===== config.mk =====
export PLATFORM = sky130hd
export DESIGN_NAME = spi_master_array
export DESIGN_NICKNAME = d
export VERILOG_FILES = /design/src/source/spi_pkg.sv /design/src/source/spi_channel.sv /design/src/source/spi_host_port.sv /design/src/source/spi_rx_collector.sv /design/src/source/spi_master_array.sv
export SDC_FILE = /design/constraint.sdc
export NUM_CORES = 1
export LEC_CHECK = 0
export ABC_AREA = 1
export ABC_CLOCK_PERIOD_IN_PS = 6200
export BUFFER_PORTS_ARGS = -buffer_cell sky130_fd_sc_hd__buf_2
export CAP_MARGIN = 20
export CORE_UTILIZATION = 35
export CTS_BUF_LIST = sky130_fd_sc_hd__clkbuf_8 sky130_fd_sc_hd__clkbuf_16
export CTS_CLUSTER_DIAMETER = 30
export DETAILED_ROUTE_END_ITERATION = 8
export MAX_ROUTING_LAYER = met4
export SLEW_MARGIN = 20
export SYNTH_ARGS = -nofsm -noshare
export SYNTH_HDL_FRONTEND = slang
export SYNTH_SLANG_ARGS = --single-unit

===== constraint.sdc =====
create_clock -name wr -period 6.2 [get_ports wr]
set_clock_uncertainty 0.15 [all_clocks]
set_input_delay 1.24 -clock wr [delete_from_list [all_inputs] [get_ports wr]]
set_output_delay 1.24 -clock wr [all_outputs]
set_load 0.05 [all_outputs]

===== src/source/spi_pkg.sv =====
`default_nettype none

package spi_pkg;

    //////////////////////////////
    // Sizes
    //////////////////////////////

    // Bits per SPI transfer
    localparam int SPI_WORD_LEN = 8;

    // Upper bound for the channel count of the array
    localparam int MAX_CHANNELS = 8;

    // Width of a channel select
    localparam int CHAN_IDX_W = 3;

    //////////////////////////////
    // Types
    //////////////////////////////

    // One SPI data word
    typedef logic [SPI_WORD_LEN-1:0] spi_word_t;

    // Prescaler exponent
    // Half sck period is 2**(value + 1) clock cycles
    typedef logic [2:0] presc_t;

    // SPI mode, bit 1 is CPOL and bit 0 is CPHA
    typedef logic [1:0] spi_mode_t;

    // Channel select
    typedef logic [CHAN_IDX_W-1:0] chan_idx_t;

    // Channel FSM
    typedef enum logic {
        SPI_IDLE,
        SPI_SHIFT
    } spi_state_t;

endpackage

`default_nettype wire


===== src/source/spi_channel.sv =====
`timescale 1ns/1ps
`default_nettype none

module spi_channel (
    input  logic               wr,
    input  logic               rst,
    input  logic               tx_valid,
    input  spi_pkg::spi_word_t tx_word,
    input  spi_pkg::presc_t    tx_presc,
    input  spi_pkg::spi_mode_t tx_mode,
    input  logic               tx_lsb_first,
    input  logic               miso,
    output logic               tx_take,
    output logic               rx_done,
    output spi_pkg::spi_word_t rx_word,
    output logic               sck,
    output logic               mosi,
    output logic               ss
);
    import spi_pkg::*;

    // Prescaler counter covers the longest half period, 2**8 cycles
    localparam int PCNT_W = 2 ** $bits(presc_t);
    // Counts the sck edges of one word
    localparam int EDGE_W = $clog2(2 * SPI_WORD_LEN);
    localparam logic [EDGE_W-1:0] LAST_EDGE = EDGE_W'(2 * SPI_WORD_LEN - 1);

    spi_state_t        state;
    spi_word_t         shift_out;
    spi_word_t         shift_in;
    presc_t            presc_q;
    spi_mode_t         mode_q;
    logic              lsb_q;
    logic [PCNT_W-1:0] presc_cnt;
    logic [PCNT_W-1:0] half_limit;
    logic [EDGE_W-1:0] edge_cnt;
    logic              sck_lvl;
    logic              mosi_q;
    logic              half_end;
    logic              last_edge;
    logic              sample_edge;
    logic              drive_edge;

    // Bit that goes out next for the given order
    function automatic logic lead_bit(input spi_word_t w, input logic lsb);
        if (lsb)
        begin
            return w[0];
        end
        return w[SPI_WORD_LEN-1];
    endfunction

    // Drops the bit just sent, fills with ones
    function automatic spi_word_t shift_word(input spi_word_t w, input logic lsb);
        if (lsb)
        begin
            return {1'b1, w[SPI_WORD_LEN-1:1]};
        end
        return {w[SPI_WORD_LEN-2:0], 1'b1};
    endfunction

    //////////////////////////////
    // Timing decode
    //////////////////////////////

    // Word handoff from the host port
    assign tx_take = (state == SPI_IDLE) && tx_valid;

    // Terminal count of one half period
    assign half_limit = PCNT_W'((1 << (int'(presc_q) + 1)) - 1);
    assign half_end   = (state == SPI_SHIFT) && (presc_cnt == half_limit);
    assign last_edge  = (edge_cnt == LAST_EDGE);

    // Even edges lead, odd edges trail
    // CPHA 0 samples on leading edges, CPHA 1 on trailing edges
    assign sample_edge = half_end && (edge_cnt[0] == mode_q[0]);
    // No new bit after the final edge
    assign drive_edge  = half_end && (edge_cnt[0] != mode_q[0]) && !last_edge;

    //////////////////////////////
    // Channel FSM
    //////////////////////////////

    always_ff @(posedge wr or posedge rst)
    begin
        if (rst)
        begin
            state     <= SPI_IDLE;
            ss        <= 1'b1;
            mosi_q    <= 1'b1;
            sck_lvl   <= 1'b0;
            mode_q    <= '0;
            presc_cnt <= '0;
            edge_cnt  <= '0;
            rx_done   <= 1'b0;
        end
        else
        begin
            rx_done <= 1'b0;
            case (state)
                SPI_IDLE:
                begin
                    if (tx_take)
                    begin
                        state     <= SPI_SHIFT;
                        ss        <= 1'b0;
                        mode_q    <= tx_mode;
                        presc_cnt <= '0;
                        edge_cnt  <= '0;
                        sck_lvl   <= 1'b0;
                        // CPHA 0 needs the first bit before the first edge
                        if (!tx_mode[0])
                        begin
                            mosi_q <= lead_bit(tx_word, tx_lsb_first);
                        end
                    end
                end
                SPI_SHIFT:
                begin
                    if (!half_end)
                    begin
                        presc_cnt <= presc_cnt + 1'b1;
                    end
                    else
                    begin
                        presc_cnt <= '0;
                        sck_lvl   <= ~sck_lvl;
                        edge_cnt  <= edge_cnt + 1'b1;
                        if (drive_edge)
                        begin
                            mosi_q <= lead_bit(shift_out, lsb_q);
                        end
                        if (last_edge)
                        begin
                            state    <= SPI_IDLE;
                            rx_done  <= 1'b1;
                            edge_cnt <= '0;
                            // Keep ss low when the next word is already waiting
                            if (!tx_valid)
                            begin
                                ss <= 1'b1;
                            end
                        end
                    end
                end
                default:
                begin
                    state <= SPI_IDLE;
                end
            endcase
        end
    end

    //////////////////////////////
    // Shift registers
    //////////////////////////////

    always_ff @(posedge wr)
    begin
        if (tx_take)
        begin
            presc_q <= tx_presc;
            lsb_q   <= tx_lsb_first;
            // First bit already on mosi for CPHA 0
            shift_out <= tx_mode[0] ? tx_word : shift_word(tx_word, tx_lsb_first);
        end
        else
        begin
            if (drive_edge)
            begin
                shift_out <= shift_word(shift_out, lsb_q);
            end
            if (sample_edge)
            begin
                if (lsb_q)
                begin
                    shift_in <= {miso, shift_in[SPI_WORD_LEN-1:1]};
                end
                else
                begin
                    shift_in <= {shift_in[SPI_WORD_LEN-2:0], miso};
                end
            end
        end
    end

    // Complete word is in place while rx_done is high
    assign rx_word = shift_in;

    // CPOL inverts the clock, mosi idles high
    assign sck  = sck_lvl ^ mode_q[1];
    assign mosi = ss ? 1'b1 : mosi_q;

endmodule

`default_nettype wire


===== src/source/spi_host_port.sv =====
`timescale 1ns/1ps
`default_nettype none

module spi_host_port #(
    parameter int NUM_CHANNELS = 4
) (
    input  logic                    wr,
    input  logic                    rst,
    input  logic                    send,
    input  spi_pkg::chan_idx_t      chan_sel,
    input  spi_pkg::spi_word_t      wdata,
    input  spi_pkg::presc_t         prescaler,
    input  spi_pkg::spi_mode_t      mode,
    input  logic                    lsb_first,
    input  logic                    clear_senderr,
    input  logic [NUM_CHANNELS-1:0] tx_take,
    output logic [NUM_CHANNELS-1:0] tx_valid,
    output spi_pkg::spi_word_t      tx_word [NUM_CHANNELS],
    output spi_pkg::presc_t         tx_presc [NUM_CHANNELS],
    output spi_pkg::spi_mode_t      tx_mode [NUM_CHANNELS],
    output logic [NUM_CHANNELS-1:0] tx_lsb_first,
    output logic [NUM_CHANNELS-1:0] buff_empty,
    output logic                    send_err
);
    import spi_pkg::*;

    // One-hot decode of chan_sel, all zero for an index past the array
    logic [NUM_CHANNELS-1:0] sel_hit;
    // Buffer full flags, one per channel
    logic [NUM_CHANNELS-1:0] buf_full;
    // Write accepted into a buffer this cycle
    logic [NUM_CHANNELS-1:0] accept;
    // Send that has to be dropped
    logic                    bad_send;

    //////////////////////////////
    // Write decode
    //////////////////////////////

    always_comb
    begin
        sel_hit = '0;
        for (int i = 0; i < NUM_CHANNELS; i++)
        begin
            // Compare against the index width of the select bus
            sel_hit[i] = (chan_sel == chan_idx_t'(i));
        end
    end

    // Only an empty buffer takes a word
    assign accept = send ? (sel_hit & ~buf_full) : '0;

    // Full target buffer or a channel that does not exist
    assign bad_send = send && (((sel_hit & buf_full) != '0) || (sel_hit == '0));

    //////////////////////////////
    // Buffer flags
    //////////////////////////////

    // Set by an accepted send, cleared when the channel takes the word
    // Both cannot hit the same channel in one cycle since take needs a full buffer
    always_ff @(posedge wr or posedge rst)
    begin
        if (rst)
        begin
            buf_full <= '0;
        end
        else
        begin
            buf_full <= (buf_full & ~tx_take) | accept;
        end
    end

    assign tx_valid   = buf_full;
    assign buff_empty = ~buf_full;

    //////////////////////////////
    // Buffer contents
    //////////////////////////////

    // Word and its settings are latched together
    always_ff @(posedge wr)
    begin
        for (int i = 0; i < NUM_CHANNELS; i++)
        begin
            if (accept[i])
            begin
                tx_word[i]      <= wdata;
                tx_presc[i]     <= prescaler;
                tx_mode[i]      <= mode;
                tx_lsb_first[i] <= lsb_first;
            end
        end
    end

    //////////////////////////////
    // Send error
    //////////////////////////////

    // Sticky until cleared
    // A new error in the clear cycle is kept so it is not lost
    always_ff @(posedge wr or posedge rst)
    begin
        if (rst)
        begin
            send_err <= 1'b0;
        end
        else if (bad_send)
        begin
            send_err <= 1'b1;
        end
        else if (clear_senderr)
        begin
            send_err <= 1'b0;
        end
    end

endmodule

`default_nettype wire


===== src/source/spi_rx_collector.sv =====
`timescale 1ns/1ps
`default_nettype none

module spi_rx_collector #(
    parameter int NUM_CHANNELS = 4
) (
    input  logic                    wr,
    input  logic                    rst,
    input  logic [NUM_CHANNELS-1:0] rx_done,
    input  spi_pkg::spi_word_t      rx_word [NUM_CHANNELS],
    input  logic                    rd,
    input  spi_pkg::chan_idx_t      rd_sel,
    output spi_pkg::spi_word_t      rdata,
    output logic [NUM_CHANNELS-1:0] char_received
);
    import spi_pkg::*;

    // Last received word per channel
    spi_word_t               rx_buf [NUM_CHANNELS];
    // Channel addressed by the current read
    logic [NUM_CHANNELS-1:0] rd_hit;

    //////////////////////////////
    // Read decode
    //////////////////////////////

    always_comb
    begin
        rd_hit = '0;
        for (int i = 0; i < NUM_CHANNELS; i++)
        begin
            rd_hit[i] = rd && (rd_sel == chan_idx_t'(i));
        end
    end

    //////////////////////////////
    // Receive buffers
    //////////////////////////////

    // An unread word is simply overwritten
    always_ff @(posedge wr)
    begin
        for (int i = 0; i < NUM_CHANNELS; i++)
        begin
            if (rx_done[i])
            begin
                rx_buf[i] <= rx_word[i];
            end
        end
    end

    // Flag set by rx_done, cleared by a read of that channel
    // rx_done wins when both land in the same cycle
    always_ff @(posedge wr or posedge rst)
    begin
        if (rst)
        begin
            char_received <= '0;
        end
        else
        begin
            char_received <= (char_received & ~rd_hit) | rx_done;
        end
    end

    //////////////////////////////
    // Read mux
    //////////////////////////////

    // Zero while rd is low or for a channel past the array
    always_comb
    begin
        rdata = '0;
        for (int i = 0; i < NUM_CHANNELS; i++)
        begin
            if (rd_hit[i])
            begin
                rdata = rx_buf[i];
            end
        end
    end

endmodule

`default_nettype wire


===== src/source/spi_master_array.sv =====
`timescale 1ns/1ps
`default_nettype none

module spi_master_array #(
    parameter int NUM_CHANNELS = 4
) (
    input  logic                    wr,
    input  logic                    rst,
    input  logic                    send,
    input  spi_pkg::chan_idx_t      chan_sel,
    input  spi_pkg::spi_word_t      wdata,
    input  spi_pkg::presc_t         prescaler,
    input  spi_pkg::spi_mode_t      mode,
    input  logic                    lsb_first,
    input  logic                    clear_senderr,
    input  logic                    rd,
    input  spi_pkg::chan_idx_t      rd_sel,
    input  logic [NUM_CHANNELS-1:0] miso,
    output spi_pkg::spi_word_t      rdata,
    output logic [NUM_CHANNELS-1:0] buff_empty,
    output logic [NUM_CHANNELS-1:0] char_received,
    output logic                    send_err,
    output logic [NUM_CHANNELS-1:0] sck,
    output logic [NUM_CHANNELS-1:0] mosi,
    output logic [NUM_CHANNELS-1:0] ss
);
    import spi_pkg::*;

    // Host port to channels
    logic [NUM_CHANNELS-1:0] tx_valid;
    logic [NUM_CHANNELS-1:0] tx_take;
    logic [NUM_CHANNELS-1:0] tx_lsb_first;
    spi_word_t               tx_word [NUM_CHANNELS];
    presc_t                  tx_presc [NUM_CHANNELS];
    spi_mode_t               tx_mode [NUM_CHANNELS];

    // Channels to collector
    logic [NUM_CHANNELS-1:0] rx_done;
    spi_word_t               rx_word [NUM_CHANNELS];

    //////////////////////////////
    // Host write side
    //////////////////////////////

    spi_host_port #(
        .NUM_CHANNELS (NUM_CHANNELS)
    ) u_host_port (
        .wr            (wr),
        .rst           (rst),
        .send          (send),
        .chan_sel      (chan_sel),
        .wdata         (wdata),
        .prescaler     (prescaler),
        .mode          (mode),
        .lsb_first     (lsb_first),
        .clear_senderr (clear_senderr),
        .tx_take       (tx_take),
        .tx_valid      (tx_valid),
        .tx_word       (tx_word),
        .tx_presc      (tx_presc),
        .tx_mode       (tx_mode),
        .tx_lsb_first  (tx_lsb_first),
        .buff_empty    (buff_empty),
        .send_err      (send_err)
    );

    //////////////////////////////
    // SPI engines
    //////////////////////////////

    for (genvar i = 0; i < NUM_CHANNELS; i++)
    begin : gen_chan
        spi_channel u_chan (
            .wr           (wr),
            .rst          (rst),
            .tx_valid     (tx_valid[i]),
            .tx_word      (tx_word[i]),
            .tx_presc     (tx_presc[i]),
            .tx_mode      (tx_mode[i]),
            .tx_lsb_first (tx_lsb_first[i]),
            .miso         (miso[i]),
            .tx_take      (tx_take[i]),
            .rx_done      (rx_done[i]),
            .rx_word      (rx_word[i]),
            .sck          (sck[i]),
            .mosi         (mosi[i]),
            .ss           (ss[i])
        );
    end

    //////////////////////////////
    // Host read side
    //////////////////////////////

    spi_rx_collector #(
        .NUM_CHANNELS (NUM_CHANNELS)
    ) u_rx_collector (
        .wr            (wr),
        .rst           (rst),
        .rx_done       (rx_done),
        .rx_word       (rx_word),
        .rd            (rd),
        .rd_sel        (rd_sel),
        .rdata         (rdata),
        .char_received (char_received)
    );

endmodule

`default_nettype wire


==> results.ini <==
[logic_synthesis]
synth-main-ff-cell = edfxtp_1
synth_area_um2 = 12100
synthTopCellsByArea = edfxtp_1, dfrtp_1, nand2_1
ys_seq_elements = 253
synth_edf_count = 168
syn-num-nets = 1315
yosysTopAreaCell = edfxtp_1
async_flop_share = 0.3360
syn_avg_cell_area_um2 = 9.499
synth_warnings = 0
yosysSeqAreaShare = 0.5935
synth.distinct_cells = 46
synth_cells = 1274
yosysTopAreaCellShare = 0.4169

[clocking]
post_cts_resized = 0
cts_buffer_depth = 3
cts_sinks = 253
cts_setup_buffers = 0
worstSkewPairLatency_ps = 560
cts_max_level = 2
cts_root_buffer = clkbuf_16
clk_pin_slew_worst_paths_ps = 40
cts_tree = yes
cts_buffers = 56
cts.hold.buffers_added = 0

[power]
ir_drop_mv = 0.2401
comb_power_share = 0.128
switchingPower_mw = 1.591
swShare = 0.2769
seqPwrFrac = 0.375
leakage_nw = 6.234
clkPwrFrac = 0.497
cell_internal_pwr_mw = 4.155
power.density_nw_per_um2 = 392.3

[route]
num_vias = 9062
drtIter0Drc = 535
routedWlPerCell_um = 15.20
drc = 0
first_pass_iters = 6
vias_per_cell = 4.904
drtAntennaViolNets = 0
drt-total-wl_mm = 28.08

[timing]
drv_slew = 0
rsz0062_at_grt = no
worstMarginPinSlew_ps = 972.7
relSlewSlack = 0.3491
min_period_ps = 4006
tns_ps = 0
whs_ps = 265.7
finalHoldViolations = 0
fin_crit_sh = 0.6461
max_freq_mhz = 249.6
setup_viol = 0

[worst_setup_path]
crit_chain = buf_2 > nor2_1 > nand2_1 > nor2_1 > nand2_1 > a31oi_1 > buf_2
r2r-end = gen_chan[3].u_chan.rx_word[4]$_DFFE_PP_
rr_worst_depth = 12
worstPathArrival_ps = 2620
cp_slowest_stage_delay_ps = 480
path_class = in2out
endpoint_kind = output pin
r2r_slack_ps = 2870
path_buf_inv = 2
worst_setup_path_start_kind = input pin
path_max_fanout = 9
r2r-start = gen_chan[3].u_chan.presc_q[1]$_DFFE_PP_
cp_top_family = simple AND/OR/NAND/NOR gates
cp_slowest_cell = nor2_1
cp_data_required_time_ps = 4810

[floorplan]
core_area_um2 = 33780
die_area_um2 = 35320
fp-row-count = 67
die_h_um = 187.9
io_pins = 58
start_util = 0.3582
die_x_um = 187.9

[flow_run]
cap_viol_max_count = 0

[layout]
drive_gt1_frac = 0.1479
area_growth_pct = 21.03
fillCellCount = 3241
n_antenna_cell = 0
multiInputGateArea_um2 = 4240
register_area_um2 = 7182
nNetsFinal = 1394

[global_routing]
grt_max_degree = 52
antenna_found_initial = 0
grt_pass1_vias = 8976
gr-usage-all-layers = 0.1663
grt_first_pass_wirelength_mm = 46.08
globalRouteOverflowTotal = 0

[worst_hold_path]
holdPathEnd = gen_chan[0].u_chan.presc_q[0]$_DFFE_PP_
hold_path_depth = 0
hold_start = u_host_port.tx_presc[9]$_DFFE_PP_
min_path_type = reg2reg

[placement]
io_buffer_count = 57
globalplace.congestion = 0.8681
place_hpwl_mm = 19.82

[outcome]
outcome = finished clean

==> cell usage after synthesis (all sizes together) (10+ instances only) <==
master / instances
a21oi: 23
buf: 19
clkbuf: 21
dfrtp: 77
edfxtp: 168
ha: 12
inv: 126
nand2: 356
nand3: 88
nand4: 17
nor2: 124
nor3: 19
o21ai: 90
o22ai: 25
xnor2: 10
xor2: 33
==> routing by layer <==
layer / track usage / routed length, um / up-vias
met2: 0.2588 / 12790 / 237
met1: 0.2174 / 13120 / 4271
met5: - / 0 / -
met4: 0.05535 / 686 / 0
met3: 0.03238 / 1495 / 62
li1: - / - / 4492
==> layout by cell type, fill, tap and decap left out, drive strengths merged, types with 17 or more instances in the layout <==
master  synthesis  layout
o21ai          90      90
xor2           33      33
o22ai          25      25
nand3          88      88
edfxtp        168     168
nor3           19      19
nand4          17      17
a21oi          23      23
inv           126     136
nand2         356     356
nor2          124     124
buf            19      61
clkbuf         21      59
dfrtp          77      77
clkinv          1      23
==> cells by family (layout without fill, tap and decap cells) <==
kind of cell / Yosys count / after routing / share of synthesized area
compound gates: 184 / 184 / 0.09130
buf+inv: 167 / 293 / 0.05718
flops: 253 / 253 / 0.5935
xor+xnor: 43 / 43 / 0.03174
other cells: 1 / 1 / 0.0003099
simple gates: 614 / 614 / 0.2136
fa+ha+maj: 12 / 12 / 0.01241
==> power groups by stage <==
stage               Combinational (mW)  Sequential (mW)  Clock (mW)
floorplan                        0.617             2.13           0
global placement                 0.725             2.17           0
detailed placement               0.739             2.18           0
CTS                              0.745             2.15        2.91
global route                     0.833             2.18        3.00
finish                           0.737             2.15        2.86
==> final cells by class <==
cell class | instances | share of cell area
Sequential cell | 253 | 0.4903
Multi-Input combinational cell | 854 | 0.2895
Clock buffer | 59 | 0.09850
Tap cell | 448 | 0.03827
Inverter | 127 | 0.03272
Clock inverter | 46 | 0.02913
Timing Repair Buffer | 61 | 0.02153
==> metrics by stage <==
stage / instances / setup slack [ps] / cell area, um^2 / utilization / power [mW]
6_report: 1848 / 2194 / 14650 / 0.4335 / 5.746
5_1_grt: 1848 / 2040 / 14650 / 0.4335 / 6.008
4_1_cts: 1848 / 2193 / 14640 / 0.4335 / 5.810
3_5_place_dp: 1743 / 2194 / 12770 / 0.3781 / 2.918
3_3_place_gp: 1743 / 2192 / 12770 / 0.3780 / 2.899
2_1_floorplan: 1274 / 2074 / 12100 / - / 2.746
==> worst reg2reg max path: cells and delay by family, from the launching register on <==
kind / cells / cell delay, ps
adder cells (fa/ha/maj): 1 / 370
buffers and inverters: 2 / 170
flip-flops: 1 / 570
AND/OR/NAND/NOR: 9 / 1670
==> registers in the layout, summed over array words and instances (netlist names) <==
signal,count
gen_chan.u_chan.edge_cnt,16
gen_chan.u_chan.lsb_q,4
gen_chan.u_chan.mode_q,8
gen_chan.u_chan.mosi_q,4
gen_chan.u_chan.presc_cnt,32
gen_chan.u_chan.presc_q,12
gen_chan.u_chan.rx_done,4
gen_chan.u_chan.rx_word,32
gen_chan.u_chan.sck_lvl,4
gen_chan.u_chan.shift_out,32
gen_chan.u_chan.ss,4
gen_chan.u_chan.state,4
u_host_port.send_err,1
u_host_port.tx_lsb_first,4
u_host_port.tx_mode,8
u_host_port.tx_presc,12
u_host_port.tx_valid,4
u_host_port.tx_word,32
u_rx_collector.char_received,4
u_rx_collector.rx_buf,32
==> how the worst max path moves through the flow <==
stage                          from        to  slack [ps]  cells after the start
final                     rd_sel[2]  rdata[7]        2190                      7
after floorplan                  rd  rdata[3]        2070                      6
after global placement    rd_sel[2]  rdata[7]        2190                      8
after global routing      rd_sel[2]  rdata[7]        2040                      7
after CTS                 rd_sel[2]  rdata[7]        2190                      8
after detailed placement  rd_sel[2]  rdata[7]        2190                      7
Power figures use the tool's default switching activity.
